$ cat src/include/exec_cfg.svh
// execute cluster sizing macros
// data width, rob tag width, station depth

`ifndef EXEC_CFG_SVH
`define EXEC_CFG_SVH

// operand and result width
`define DATA_W 32

`define ROB_W 4 // rob tag bits

`define RS_DEPTH 4 // station slots

`endif

$ cat src/source/exec_pkg.sv
// shared types for the execute cluster
// opcode, branch type and station slot state enums

package exec_pkg;

	// adder opcode
	typedef enum logic [0:0] {
		op_add = 1'b0,
		op_sub = 1'b1
	} alu_op_t;

	// any branch forces a subtract
	typedef enum logic [1:0] {
		br_none = 2'b00,
		br_ne   = 2'b01,
		br_eq   = 2'b10,
		br_lt   = 2'b11
	} branch_t;

	typedef enum logic [1:0] {
		rs_free    = 2'b00, // slot empty
		rs_waiting = 2'b01, // an operand still pending
		rs_ready   = 2'b10  // both operands held
	} rs_state_t;

endpackage

$ cat src/source/ripple_adder.sv
// ripple-carry adder/subtractor
// zero, negative, overflow and carry flags

`include "exec_cfg.svh"

module ripple_adder (
	input  logic [`DATA_W-1:0] a,
	input  logic [`DATA_W-1:0] b,
	input  logic               subtract,
	output logic [`DATA_W-1:0] sum,
	output logic               zero,
	output logic               negative,
	output logic               overflow,
	output logic               carry
);
	logic [`DATA_W:0]   c;
	logic [`DATA_W-1:0] b_eff;

	// two's complement, invert b and carry in one
	assign b_eff = subtract ? ~b : b;
	assign c[0] = subtract;

	for (genvar i = 0; i < `DATA_W; i++) begin : g_bit
		logic p; // propagate

		assign p = a[i] ^ b_eff[i];
		assign sum[i] = p ^ c[i];
		assign c[i+1] = (a[i] & b_eff[i]) | (p & c[i]);
	end

	assign carry = c[`DATA_W];
	assign overflow = c[`DATA_W] ^ c[`DATA_W-1]; // carry into vs out of sign bit
	assign zero = (sum == '0);
	assign negative = sum[`DATA_W-1];

endmodule

$ cat src/source/reservation_station.sv
// reservation station for the add/sub unit
// holds dispatched entries, wakes operands off the cdb, issues oldest ready

`include "exec_cfg.svh"

module reservation_station
	import exec_pkg::*;
(
	input  logic                 clk,
	input  logic                 rst,
	input  logic                 dispatch_valid,
	input  logic [`ROB_W-1:0]    dispatch_rob,
	input  alu_op_t              dispatch_op,
	input  branch_t              dispatch_branch,
	input  logic                 dispatch_load,
	input  logic [`DATA_W-1:0]   src1_value,
	input  logic [`ROB_W-1:0]    src1_tag,
	input  logic                 src1_ready,
	input  logic [`DATA_W-1:0]   src2_value,
	input  logic [`ROB_W-1:0]    src2_tag,
	input  logic                 src2_ready,
	input  logic                 unit_ready,
	input  logic                 wake_valid,
	input  logic [`ROB_W-1:0]    wake_rob,
	input  logic [`DATA_W-1:0]   wake_result,
	output logic                 rs_full,
	output logic                 issue_valid,
	output logic [`DATA_W-1:0]   issue_rs1,
	output logic [`DATA_W-1:0]   issue_rs2,
	output logic [`ROB_W-1:0]    issue_rob,
	output alu_op_t              issue_op,
	output branch_t              issue_branch,
	output logic                 issue_load
);
	localparam int IDX_W = $clog2(`RS_DEPTH);
	localparam int AGE_W = IDX_W + 1;

	rs_state_t            state [`RS_DEPTH];
	logic [AGE_W-1:0]     age [`RS_DEPTH]; // bigger is older
	logic                 rdy1 [`RS_DEPTH];
	logic                 rdy2 [`RS_DEPTH];
	logic                 hit1 [`RS_DEPTH];
	logic                 hit2 [`RS_DEPTH];
	logic [`DATA_W-1:0]   val1 [`RS_DEPTH];
	logic [`DATA_W-1:0]   val2 [`RS_DEPTH];
	logic [`ROB_W-1:0]    tag1 [`RS_DEPTH];
	logic [`ROB_W-1:0]    tag2 [`RS_DEPTH];
	logic [`ROB_W-1:0]    rob_q [`RS_DEPTH];
	alu_op_t              op_q [`RS_DEPTH];
	branch_t              br_q [`RS_DEPTH];
	logic                 load_q [`RS_DEPTH];

	logic                 free_found;
	logic [IDX_W-1:0]     free_idx;
	logic                 issue_found;
	logic [IDX_W-1:0]     issue_idx;
	logic [AGE_W-1:0]     best_age;
	logic                 dispatch_ok;
	logic                 d_rdy1;
	logic                 d_rdy2;
	logic [`DATA_W-1:0]   d_val1;
	logic [`DATA_W-1:0]   d_val2;

	// lowest free slot
	always_comb begin
		free_found = 1'b0;
		free_idx = '0;
		for (int i = `RS_DEPTH - 1; i >= 0; i--) begin
			if (state[i] == rs_free) begin
				free_found = 1'b1;
				free_idx = IDX_W'(i);
			end
		end
	end

	// oldest ready slot
	always_comb begin
		issue_found = 1'b0;
		issue_idx = '0;
		best_age = '0;
		for (int i = 0; i < `RS_DEPTH; i++) begin
			if (state[i] == rs_ready && (!issue_found || age[i] > best_age)) begin
				issue_found = 1'b1;
				issue_idx = IDX_W'(i);
				best_age = age[i];
			end
		end
	end

	// tag match against the broadcast, per slot
	always_comb begin
		for (int i = 0; i < `RS_DEPTH; i++) begin
			hit1[i] = state[i] == rs_waiting && !rdy1[i] && wake_valid && wake_rob == tag1[i];
			hit2[i] = state[i] == rs_waiting && !rdy2[i] && wake_valid && wake_rob == tag2[i];
		end
	end

	// a producer may broadcast in the dispatch cycle itself
	always_comb begin
		d_rdy1 = src1_ready;
		d_val1 = src1_value;
		d_rdy2 = src2_ready;
		d_val2 = src2_value;
		if (!src1_ready && wake_valid && wake_rob == src1_tag) begin
			d_rdy1 = 1'b1;
			d_val1 = wake_result;
		end
		if (!src2_ready && wake_valid && wake_rob == src2_tag) begin
			d_rdy2 = 1'b1;
			d_val2 = wake_result;
		end
	end

	assign rs_full = !free_found;
	assign dispatch_ok = dispatch_valid && free_found; // lost when full
	assign issue_valid = issue_found && unit_ready;

	always_ff @(posedge clk) begin
		if (rst) begin
			for (int i = 0; i < `RS_DEPTH; i++) begin
				state[i] <= rs_free;
				age[i] <= '0;
				rdy1[i] <= 1'b0;
				rdy2[i] <= 1'b0;
			end
		end else begin
			for (int i = 0; i < `RS_DEPTH; i++) begin
				if (state[i] == rs_waiting && (rdy1[i] || hit1[i]) && (rdy2[i] || hit2[i]))
					state[i] <= rs_ready;
				if (hit1[i])
					rdy1[i] <= 1'b1;
				if (hit2[i])
					rdy2[i] <= 1'b1;
				// age counts the younger slots still held
				if (state[i] != rs_free)
					age[i] <= age[i] + AGE_W'(dispatch_ok)
						- AGE_W'(issue_valid && age[i] > age[issue_idx]);
			end
			if (issue_valid)
				state[issue_idx] <= rs_free;
			if (dispatch_ok) begin
				state[free_idx] <= (d_rdy1 && d_rdy2) ? rs_ready : rs_waiting;
				age[free_idx] <= '0;
				rdy1[free_idx] <= d_rdy1;
				rdy2[free_idx] <= d_rdy2;
			end
		end
	end

	always_ff @(posedge clk) begin
		for (int i = 0; i < `RS_DEPTH; i++) begin
			if (hit1[i])
				val1[i] <= wake_result;
			if (hit2[i])
				val2[i] <= wake_result;
		end
		if (dispatch_ok) begin
			val1[free_idx] <= d_val1;
			val2[free_idx] <= d_val2;
			tag1[free_idx] <= src1_tag;
			tag2[free_idx] <= src2_tag;
			rob_q[free_idx] <= dispatch_rob;
			op_q[free_idx] <= dispatch_op;
			br_q[free_idx] <= dispatch_branch;
			load_q[free_idx] <= dispatch_load;
		end
	end

	assign issue_rs1 = val1[issue_idx];
	assign issue_rs2 = val2[issue_idx];
	assign issue_rob = rob_q[issue_idx];
	assign issue_op = op_q[issue_idx];
	assign issue_branch = br_q[issue_idx];
	assign issue_load = load_q[issue_idx];

	a_no_dispatch_full: assert property (@(posedge clk) disable iff (rst)
		dispatch_valid |-> !rs_full)
		else $error("dispatch while station full");

	// unit must have been free, and must go busy after taking it
	a_issue_handshake: assert property (@(posedge clk) disable iff (rst)
		issue_valid |-> unit_ready ##1 !unit_ready)
		else $error("issue without unit ready");

endmodule

$ cat src/source/add_sub_unit.sv
// integer add/sub functional unit
// registers the adder result and branch outcome, holds them until yumi

`include "exec_cfg.svh"

module add_sub_unit
	import exec_pkg::*;
(
	input  logic               clk,
	input  logic               rst,
	input  logic               valid_in,
	input  logic               yumi,
	input  alu_op_t            op,
	input  branch_t            branch,
	input  logic               load,
	input  logic [`ROB_W-1:0]  rob_entry,
	input  logic [`DATA_W-1:0] rs1,
	input  logic [`DATA_W-1:0] rs2,
	output logic               ready,
	output logic               valid_out,
	output logic [`DATA_W-1:0] result,
	output logic               branch_taken,
	output logic [`ROB_W-1:0]  dest_rob,
	output logic               load_flag
);
	logic               subtract;
	logic [`DATA_W-1:0] sum;
	logic               zero;
	logic               negative;
	logic               overflow;
	logic               taken_next;

	// branches compare via rs1 - rs2
	assign subtract = (op == op_sub) || (branch != br_none);

	ripple_adder adder_inst (
		.a        (rs1),
		.b        (rs2),
		.subtract (subtract),
		.sum      (sum),
		.zero     (zero),
		.negative (negative),
		.overflow (overflow),
		.carry    ()
	);

	always_comb begin
		case (branch)
			br_ne:   taken_next = !zero;
			br_eq:   taken_next = zero;
			br_lt:   taken_next = negative ^ overflow; // signed less than
			default: taken_next = 1'b0;
		endcase
	end

	// one result in flight, busy until the driver takes it
	always_ff @(posedge clk) begin
		if (rst) begin
			valid_out <= 1'b0;
			ready <= 1'b1;
		end else if (valid_in) begin
			valid_out <= 1'b1;
			ready <= 1'b0;
		end else if (yumi) begin
			valid_out <= 1'b0;
			ready <= 1'b1;
		end
	end

	always_ff @(posedge clk) begin
		if (valid_in) begin
			result <= sum;
			branch_taken <= taken_next;
			dest_rob <= rob_entry;
			load_flag <= load;
		end
	end

	a_no_issue_when_busy: assert property (@(posedge clk) disable iff (rst)
		valid_in |-> !valid_out ##1 valid_out)
		else $error("issue into busy unit");

	a_operands_known: assert property (@(posedge clk) disable iff (rst)
		valid_in |-> !$isunknown({rs1, rs2}))
		else $error("adder operands X at issue");

endmodule

$ cat src/source/cdb_driver.sv
// cdb driver, one-entry result buffer
// takes the unit's packet and drives the bus until granted

`include "exec_cfg.svh"

module cdb_driver (
	input  logic               clk,
	input  logic               rst,
	input  logic               unit_valid,
	input  logic [`DATA_W-1:0] unit_result,
	input  logic               unit_branch_taken,
	input  logic [`ROB_W-1:0]  unit_rob,
	input  logic               unit_load,
	input  logic               cdb_grant,
	output logic               yumi,
	output logic               cdb_valid,
	output logic [`ROB_W-1:0]  cdb_rob,
	output logic [`DATA_W-1:0] cdb_result,
	output logic               cdb_branch_taken,
	output logic               cdb_load
);
	// take a packet only into an empty buffer
	assign yumi = unit_valid && !cdb_valid;

	always_ff @(posedge clk) begin
		if (rst)
			cdb_valid <= 1'b0;
		else if (yumi)
			cdb_valid <= 1'b1;
		else if (cdb_valid && cdb_grant)
			cdb_valid <= 1'b0; // broadcast done
	end

	always_ff @(posedge clk) begin
		if (yumi) begin
			cdb_rob <= unit_rob;
			cdb_result <= unit_result;
			cdb_branch_taken <= unit_branch_taken;
			cdb_load <= unit_load;
		end
	end

	a_hold_until_grant: assert property (@(posedge clk) disable iff (rst)
		cdb_valid && !cdb_grant |=> cdb_valid
			&& $stable({cdb_rob, cdb_result, cdb_branch_taken, cdb_load}))
		else $error("cdb packet changed before grant");

endmodule

$ cat src/source/exec_cluster.sv
// execute cluster top
// station, add/sub unit and cdb driver, with cdb loopback for wakeup

`include "exec_cfg.svh"

module exec_cluster
	import exec_pkg::*;
(
	input  logic               clk,
	input  logic               rst,
	input  logic               dispatch_valid,
	input  logic [`ROB_W-1:0]  dispatch_rob,
	input  alu_op_t            dispatch_op,
	input  branch_t            dispatch_branch,
	input  logic               dispatch_load,
	input  logic [`DATA_W-1:0] src1_value,
	input  logic [`ROB_W-1:0]  src1_tag,
	input  logic               src1_ready,
	input  logic [`DATA_W-1:0] src2_value,
	input  logic [`ROB_W-1:0]  src2_tag,
	input  logic               src2_ready,
	input  logic               cdb_grant,
	output logic               rs_full,
	output logic               cdb_valid,
	output logic [`ROB_W-1:0]  cdb_rob,
	output logic [`DATA_W-1:0] cdb_result,
	output logic               cdb_branch_taken,
	output logic               cdb_load
);
	logic               issue_valid;
	logic [`DATA_W-1:0] issue_rs1;
	logic [`DATA_W-1:0] issue_rs2;
	logic [`ROB_W-1:0]  issue_rob;
	alu_op_t            issue_op;
	branch_t            issue_branch;
	logic               issue_load;
	logic               unit_ready;
	logic               unit_valid;
	logic [`DATA_W-1:0] unit_result;
	logic               unit_branch_taken;
	logic [`ROB_W-1:0]  unit_rob;
	logic               unit_load;
	logic               yumi;
	logic               wake_valid;

	assign wake_valid = cdb_valid & cdb_grant; // only a granted broadcast wakes

	reservation_station station_inst (
		.clk, .rst, .dispatch_valid, .dispatch_rob, .dispatch_op, .dispatch_branch,
		.dispatch_load, .src1_value, .src1_tag, .src1_ready, .src2_value, .src2_tag,
		.src2_ready, .unit_ready, .wake_valid,
		.wake_rob (cdb_rob),
		.wake_result (cdb_result),
		.rs_full, .issue_valid, .issue_rs1, .issue_rs2, .issue_rob, .issue_op,
		.issue_branch, .issue_load
	);

	add_sub_unit unit_inst (
		.clk, .rst,
		.valid_in (issue_valid),
		.yumi, .op (issue_op), .branch (issue_branch), .load (issue_load),
		.rob_entry (issue_rob), .rs1 (issue_rs1), .rs2 (issue_rs2),
		.ready (unit_ready), .valid_out (unit_valid), .result (unit_result),
		.branch_taken (unit_branch_taken), .dest_rob (unit_rob), .load_flag (unit_load)
	);

	cdb_driver driver_inst (
		.clk, .rst, .unit_valid, .unit_result, .unit_branch_taken, .unit_rob,
		.unit_load, .cdb_grant, .yumi, .cdb_valid, .cdb_rob, .cdb_result,
		.cdb_branch_taken, .cdb_load
	);

endmodule

$ cat config.mk
export PLATFORM = sky130hd
export DESIGN_NAME = exec_cluster
export DESIGN_NICKNAME = d
export VERILOG_FILES = /design/src/source/exec_pkg.sv /design/src/source/ripple_adder.sv /design/src/source/reservation_station.sv /design/src/source/add_sub_unit.sv /design/src/source/cdb_driver.sv /design/src/source/exec_cluster.sv
export VERILOG_INCLUDE_DIRS = /design/src /design/src/include
export SDC_FILE = /design/constraint.sdc
export NUM_CORES = 1
export LEC_CHECK = 0
export BUFFER_PORTS_ARGS = -buffer_cell sky130_fd_sc_hd__buf_2
export CORE_MARGIN = 2
export CORE_UTILIZATION = 40
export DETAILED_ROUTE_END_ITERATION = 7
export GPL_TIMING_DRIVEN = 0
export MAX_ROUTING_LAYER = met4
export SYNTH_ARGS = -nofsm -noshare
export SYNTH_HDL_FRONTEND = slang
export SYNTH_SLANG_ARGS = --single-unit
$ cat constraint.sdc
create_clock -name clk -period 40.8 [get_ports clk]
set_clock_uncertainty 0.15 [all_clocks]
set_input_delay 2.04 -clock clk [delete_from_list [all_inputs] [get_ports clk]]
set_output_delay 2.04 -clock clk [all_outputs]
set_load 0.01 [all_outputs]
# Yosys cells after proc, flatten, opt, wreduce, memory -nomap -nowiden
# Memories as Yosys holds them, arrays and structs flattened. A register that Yosys moved wholly into a read port is not among the register bits.
# Index checks and enable logic that the tools add are counted.
# W data, S select, Z words.
dict set report word_totals {
  wordCells 437
  mem_count 12
  ramBits 348
  register_bits 74
  in_bits 86
}
# name words width rd rd_clocked_by_memory_dff write_ports line
set mem_list {}
lappend mem_list {station_inst.val1 4 32 1 0 5 reservation_station.sv:44} ;# logic [`DATA_W-1:0] val1 [`RS_DEPTH];
lappend mem_list {station_inst.val2 4 32 1 0 5 reservation_station.sv:45} ;# logic [`DATA_W-1:0] val2 [`RS_DEPTH];
lappend mem_list {station_inst.rob_q 4 4 1 1 1 reservation_station.sv:48} ;# logic [`ROB_W-1:0] rob_q [`RS_DEPTH];
lappend mem_list {station_inst.tag1 4 4 4 0 1 reservation_station.sv:46} ;# logic [`ROB_W-1:0] tag1 [`RS_DEPTH];
lappend mem_list {station_inst.tag2 4 4 4 0 1 reservation_station.sv:47} ;# logic [`ROB_W-1:0] tag2 [`RS_DEPTH];
lappend mem_list {station_inst.age 4 3 5 0 5 reservation_station.sv:39} ;# logic [AGE_W-1:0] age [`RS_DEPTH];
lappend mem_list {{+6 memories} n/a n/a n/a n/a n/a n/a}
dict set report classes {
  order_cmp 7
  n_eq_ne 21
  addsub 8
  bitwise_logic 180
  muxes 112
  n_reduce_logical 88
}
# op count
set op_table {}
lappend op_table {{$mux W32} 3}
lappend op_table {{$mux W1} 90}
lappend op_table {{$xor A1 B1 Y1} 66}
lappend op_table {{$and A1 B1 Y1} 65}
lappend op_table {{$logic_and A1 B1 Y1} 48}
lappend op_table {{$or A1 B1 Y1} 48}
lappend op_table {{$eq A4 B4 Y1} 10}
lappend op_table {{$logic_not A32 Y1} 1}
lappend op_table {{$not A32 Y32} 1}
lappend op_table {{$mux W2} 11}
lappend op_table {{$gt A3 B3 Y1} 7}
lappend op_table {{$mux W3} 7}
lappend op_table {{$logic_not A1 Y1} 16}
lappend op_table {{$reduce_bool A2 Y1} 7}
lappend op_table {{$add A3 B1 Y3} 4}
lappend op_table {{$eq A2 B2 Y1 const B} 6}
lappend op_table {{$logic_or A1 B1 Y1} 12}
lappend op_table {{$sub A3 B1 Y3} 4}
lappend op_table {{$eq A2 B1 Y1 const B} 5}
lappend op_table {{$logic_not A2 Y1} 4}
lappend op_table {{$pmux W1 S3} 1}

# Logic depth before layout (Yosys ltp)
# An unclocked memory read counts as a cell.
dict set report depth {
  word_depth 87
  ltp_mapped 67
  mapped_depth_nobuf 61
}

# Modules after synthesis
# Synthesis repeated with hierarchy kept, for this count alone.
dict set report unflattened {
  cells_unflattened 1560
  area_unflattened_um2 21842.2
}
# module cells_each seq_area_each_um2 area_per_inst_um2 instances
set by_module_without_submodules {}
lappend by_module_without_submodules {reservation_station 1326 10269.8 18163.7 1}
lappend by_module_without_submodules {ripple_adder 142 0.0 1252.5 1}
lappend by_module_without_submodules {add_sub_unit 49 1181.1 1238.7 1}
lappend by_module_without_submodules {cdb_driver 42 1161.1 1181.1 1}
lappend by_module_without_submodules {exec_cluster 1 0.0 6.3 1}

# Worst setup path after synthesis
# OpenSTA, ideal clock, no wires.
dict set report synth_path {
  kind {flip-flop to flip-flop}
  from {mem station_inst.state[0][0] (netlist name)}
  to {reg unit_inst.branch_taken (data pin)}
  slack_ns 20.157
  t_arrival_ns 20.226
  setup_time_ns 0.267
  n_path_buf 7
  stages_incl_launch_ff 67
  path_cell_list {edfxtp_1 > nor2b_4 > nand2_1 > ha_1 > and3b_1 > o21ai_0 > a21boi_0 > buf_2 > buf_1 > nand2_1 > a21boi_0 > ha_1 > and3_1 > a21oi_1 > o21ai_2 > buf_4 > buf_2 > clkbuf_1 > [31 not listed] > fa_1 > fa_1 > fa_1 > fa_1 > fa_1 > fa_1 > fa_1 > fa_1 > fa_1 > fa_1 > fa_1 > fa_1 > fa_1 > nand4_1 > nor4_1 > nand2_1 > nor3_1 > a211oi_2}
}
# item line
set synth_rtl {}
lappend synth_rtl {{from (decl)} reservation_station.sv:38} ;# rs_state_t state [`RS_DEPTH];
lappend synth_rtl {{to (signal assigned)} add_sub_unit.sv:73} ;# branch_taken <= taken_next;
lappend synth_rtl {{to (decl)} add_sub_unit.sv:22} ;# output logic branch_taken,

==> impl_metrics.csv <==
group,metric,value,unit
status,status,"completed",
route,drt-wirelength-per-cell,23.8,um
yosys,synth_area_leaders,"edfxtp_1 58%, mux2_2 14%, fa_1 3.3%",
yosys,yosys.area.top_type,"edfxtp_1",
timing,worst_slew_pin_slew,0.960,ns
clock_tree,cts_max_path_buffers,3,
grt,grt_max_degree,25,
yosys,synth_top_family_by_area,"multiplexers",
floorplanning,fp.dieW,233,um
yosys,synth-edff-count,406,
timing,setup_tns,0,ns
floorplanning,core_area,52300,sq um
floorplanning,dieArea,54500,sq um
setup_path,worst_path_largest_cell_delay,0.70,ns
timing,fmax,0.0404,GHz
worst_hold_path,hold_class,"flop to flop",
placement,gp_congestion,0.853,
setup_path,r2r_start,"station_inst.state[0][1]",
yosys,synth_xor_area_share,3.20,%
clock_tree,cts.htree.levels,2,
grt,grt_use_total,22.6,%
yosys,ys_warn_count,0,
setup_path,slowest_stage,"nor4_1",
timing,setup_viol,0,
clock_tree,clkSlewWorstSetupHoldPaths,0.07,ns
floorplanning,die_h,233,um
yosys,synth_common_cells,"406 x edfxtp_1, 256 x mux2_2, 175 x nand2_1",
route,drtIter0Drc,1069,
placement,placement.cell_area,22800,sq um
route,ant_nets,0,
finish,areaGrowthSynthToFinish,15.2,%
yosys,yosys.area_share.adder,5.05,%
clock_tree,cts_buffers,46,
clock_tree,tritoncts,"yes",
yosys,syn-cell-area,21100,sq um
route,wl,59300,um
route,vias_per_cell,5.50,
setup_path,r2r-end,"unit_inst.branch_taken",
placement,place_ws,16.20,ns
route,first_pass_iters,5,
setup_path,r2r_setup_slack,16.02,ns
yosys,synth_compound_area_share,7.61,%
timing,min_period,24.78,ns
floorplanning,start_util,40.2,%
yosys,ys.flop_type,"edfxtp_1",
floorplanning,num_rows,84,
grt,grt_remaining_overflow,0,
clock_tree,cts_setup_buffers,0,
power,vdd_drop_max,40.7,uV
clock_tree,cts_resized,0,
timing,slew_headroom,35.9,%
route,vias,13700,
grt,antenna_found_initial,6,
setup_path,cp-start-kind,"flop",
timing,rsz0062_at_grt,"false",
yosys,ys_ff_latch,427,
setup_path,crit_type,"flop to flop",
finish,layout-drive-gt1-share,28.9,%
placement,io_buffers,125,
finish,final_util,46.4,%
worst_hold_path,hold_depth,0,
clock_tree,clk_latency,0.58,ns
timing,hold_viol,0,
power,leakagePower,8.50,nW
yosys,synth.net_count,1723,
yosys,synth.area.mux_share,13.9,%
finish,n_fill_cell,4776,
yosys,synth_top_area_share,57.9,%
setup_path,cpLargestDelayFamily,"adder cells",
clock_tree,hold_buffers,0,
yosys,synthCells,1573,
setup_path,crit_buf_inv,8,
yosys,yosysSeqAreaShare,59.9,%
setup_path,crit_path_end_kind,"flop",
job,drv_cap,0,
worst_hold_path,hold_end,"driver_inst.cdb_result[5]",
setup_path,critPathArrivalTime,24.94,ns
timing,drv_slew,0,
clock_tree,cts_root_buf,"clkbuf_16",
grt,grt_first_pass_wirelength,88200,um
finish,final_nets,1908,
route,drcViolationCount,0,
timing,layout_setup_ws,16.02,ns
timing,fin_crit_sh,60.7,%
power,power_density,83.6,nW/um^2
placement,hpwl,40400,um
yosys,ys_types,59,
worst_hold_path,worstHoldStart,"unit_inst.result[5]",
floorplanning,pin_count,126,
setup_path,path_max_fanout,10,
yosys,synthSimpleGateAreaFrac,7.38,%
setup_path,required,40.96,ns
finish,design_area,24300,sq um
yosys,avgSynthCellArea,13.4,sq um
setup_path,r2r_cells,66,
clock_tree,cts_sinks,427,
grt,grt_pass1_vias,14100,
yosys,async_flop_share,0,%
yosys,yosys.cell_count.top_type,"edfxtp_1",
setup_path,cp_common_cell,"fa_1",
## kinds of logic after synthesis
kind of cell               after synthesis
AOI/OAI and AO/OA                      257
DFF                                    427
xor gates and xnor gates                77
and+or+nand+nor                        341
adders and majority gates               64
buffers and inverters                  147
muxes                                  260
## report_power, final
group / internal, mW / switching, mW / total [mW]
sequential: 0.647 / 0.0471 / 0.694
combinational: 0.374 / 0.555 / 0.929
clock: 0.232 / 0.174 / 0.406
total: 1.25 / 0.776 / 2.03
## placed cells by master (no fill, tap or decap), types with 4 or more instances in the layout
| cell | synthesis | layout |
|---|---|---|
| or4_1 | 8 | 8 |
| buf_1 | 11 | 11 |
| o21ai_0 | 62 | 62 |
| nand2_1 | 175 | 168 |
| nor2b_1 | 7 | 6 |
| a21o_1 | 8 | 8 |
| buf_2 | 32 | 157 |
| clkinv_1 | 0 | 9 |
| clkbuf_1 | 38 | 53 |
| a311oi_1 | 35 | 35 |
| nand3_1 | 16 | 16 |
| a21oi_1 | 86 | 86 |
| diode_2 | 0 | 6 |
| nor4_1 | 4 | 4 |
| ha_1 | 29 | 29 |
| clkbuf_16 | 0 | 49 |
| mux2i_1 | 4 | 4 |
| inv_1 | 60 | 58 |
| buf_12 | 0 | 9 |
| buf_6 | 4 | 4 |
| nand2_2 | 0 | 7 |
| mux2_2 | 256 | 256 |
| xor2_1 | 8 | 8 |
| nor3_1 | 16 | 16 |
| nor2_1 | 66 | 66 |
| clkinv_2 | 0 | 5 |
| nand3b_1 | 4 | 4 |
| a211oi_1 | 9 | 9 |
| nand4_1 | 14 | 14 |
| nand2b_1 | 7 | 7 |
| a31oi_1 | 32 | 32 |
| dfxtp_1 | 21 | 21 |
| edfxtp_1 | 406 | 406 |
| xnor2_1 | 69 | 69 |
| fa_1 | 35 | 35 |
## stage by stage
stage / instances / hold WS (ns) / power (mW)
final: 2487 / 0.269 / 2.03
after CTS: 2481 / 0.270 / 2.04
after floorplan: 1573 / 0.250 / 1.30
after global routing: 2485 / 0.273 / 2.16
after detailed placement: 2398 / 0.255 / 1.63
after global placement: 2386 / 0.251 / 1.60
## layer usage
layer / share of wire (%) / up-vias / GRT usage [%]
li1: - / 6236 / -
met1: 43 / 6960 / 29.2
met2: 49 / 386 / 37.1
met3: 6.2 / 87 / 3.16
met4: 2.2 / 0 / 6.78
met5: 0 / - / -
## how the worst max path moves through the flow
stage	startpoint	end	slack [ns]	cells past startpoint
detailed placement	station_inst.state[0][0]	unit_inst.branch_taken	16.20	66
CTS	station_inst.state[0][0]	unit_inst.branch_taken	16.09	66
finish	station_inst.state[0][1]	unit_inst.branch_taken	16.02	66
floorplan	station_inst.state[0][0]	unit_inst.branch_taken	20.16	66
global placement	station_inst.state[0][0]	unit_inst.branch_taken	16.27	66
global route	station_inst.state[0][1]	unit_inst.branch_taken	15.13	66
## registers in the layout, summed over array words and instances (netlist names), 4 cells and up
| register | cells |
|---|---|
| station_inst.br_q | 8 |
| driver_inst.cdb_rob | 4 |
| station_inst.age | 12 |
| station_inst.rdy2 | 4 |
| driver_inst.cdb_result | 32 |
| station_inst.rdy1 | 4 |
| station_inst.load_q | 4 |
| station_inst.tag2 | 16 |
| station_inst.tag1 | 16 |
| station_inst.op_q | 4 |
| station_inst.val2 | 128 |
| station_inst.val1 | 128 |
| unit_inst.dest_rob | 4 |
| station_inst.rob_q | 16 |
| unit_inst.result | 32 |
| station_inst.state | 8 |
## cell type report
class | count | area [sq um] | area share [%]
clock buffers | 64 | 1280 | 5.29
flip-flops and latches | 427 | 12600 | 52.0
multi-input cells | 999 | 7850 | 32.4
inverters | 60 | 225 | 0.928
repair buffers | 137 | 868 | 3.58
plain buffers | 87 | 404 | 1.67
diodes | 6 | 15.0 | 0.0619
well taps | 688 | 861 | 3.55
clock inverters | 19 | 146 | 0.603
(Power assumes the default switching activity.)
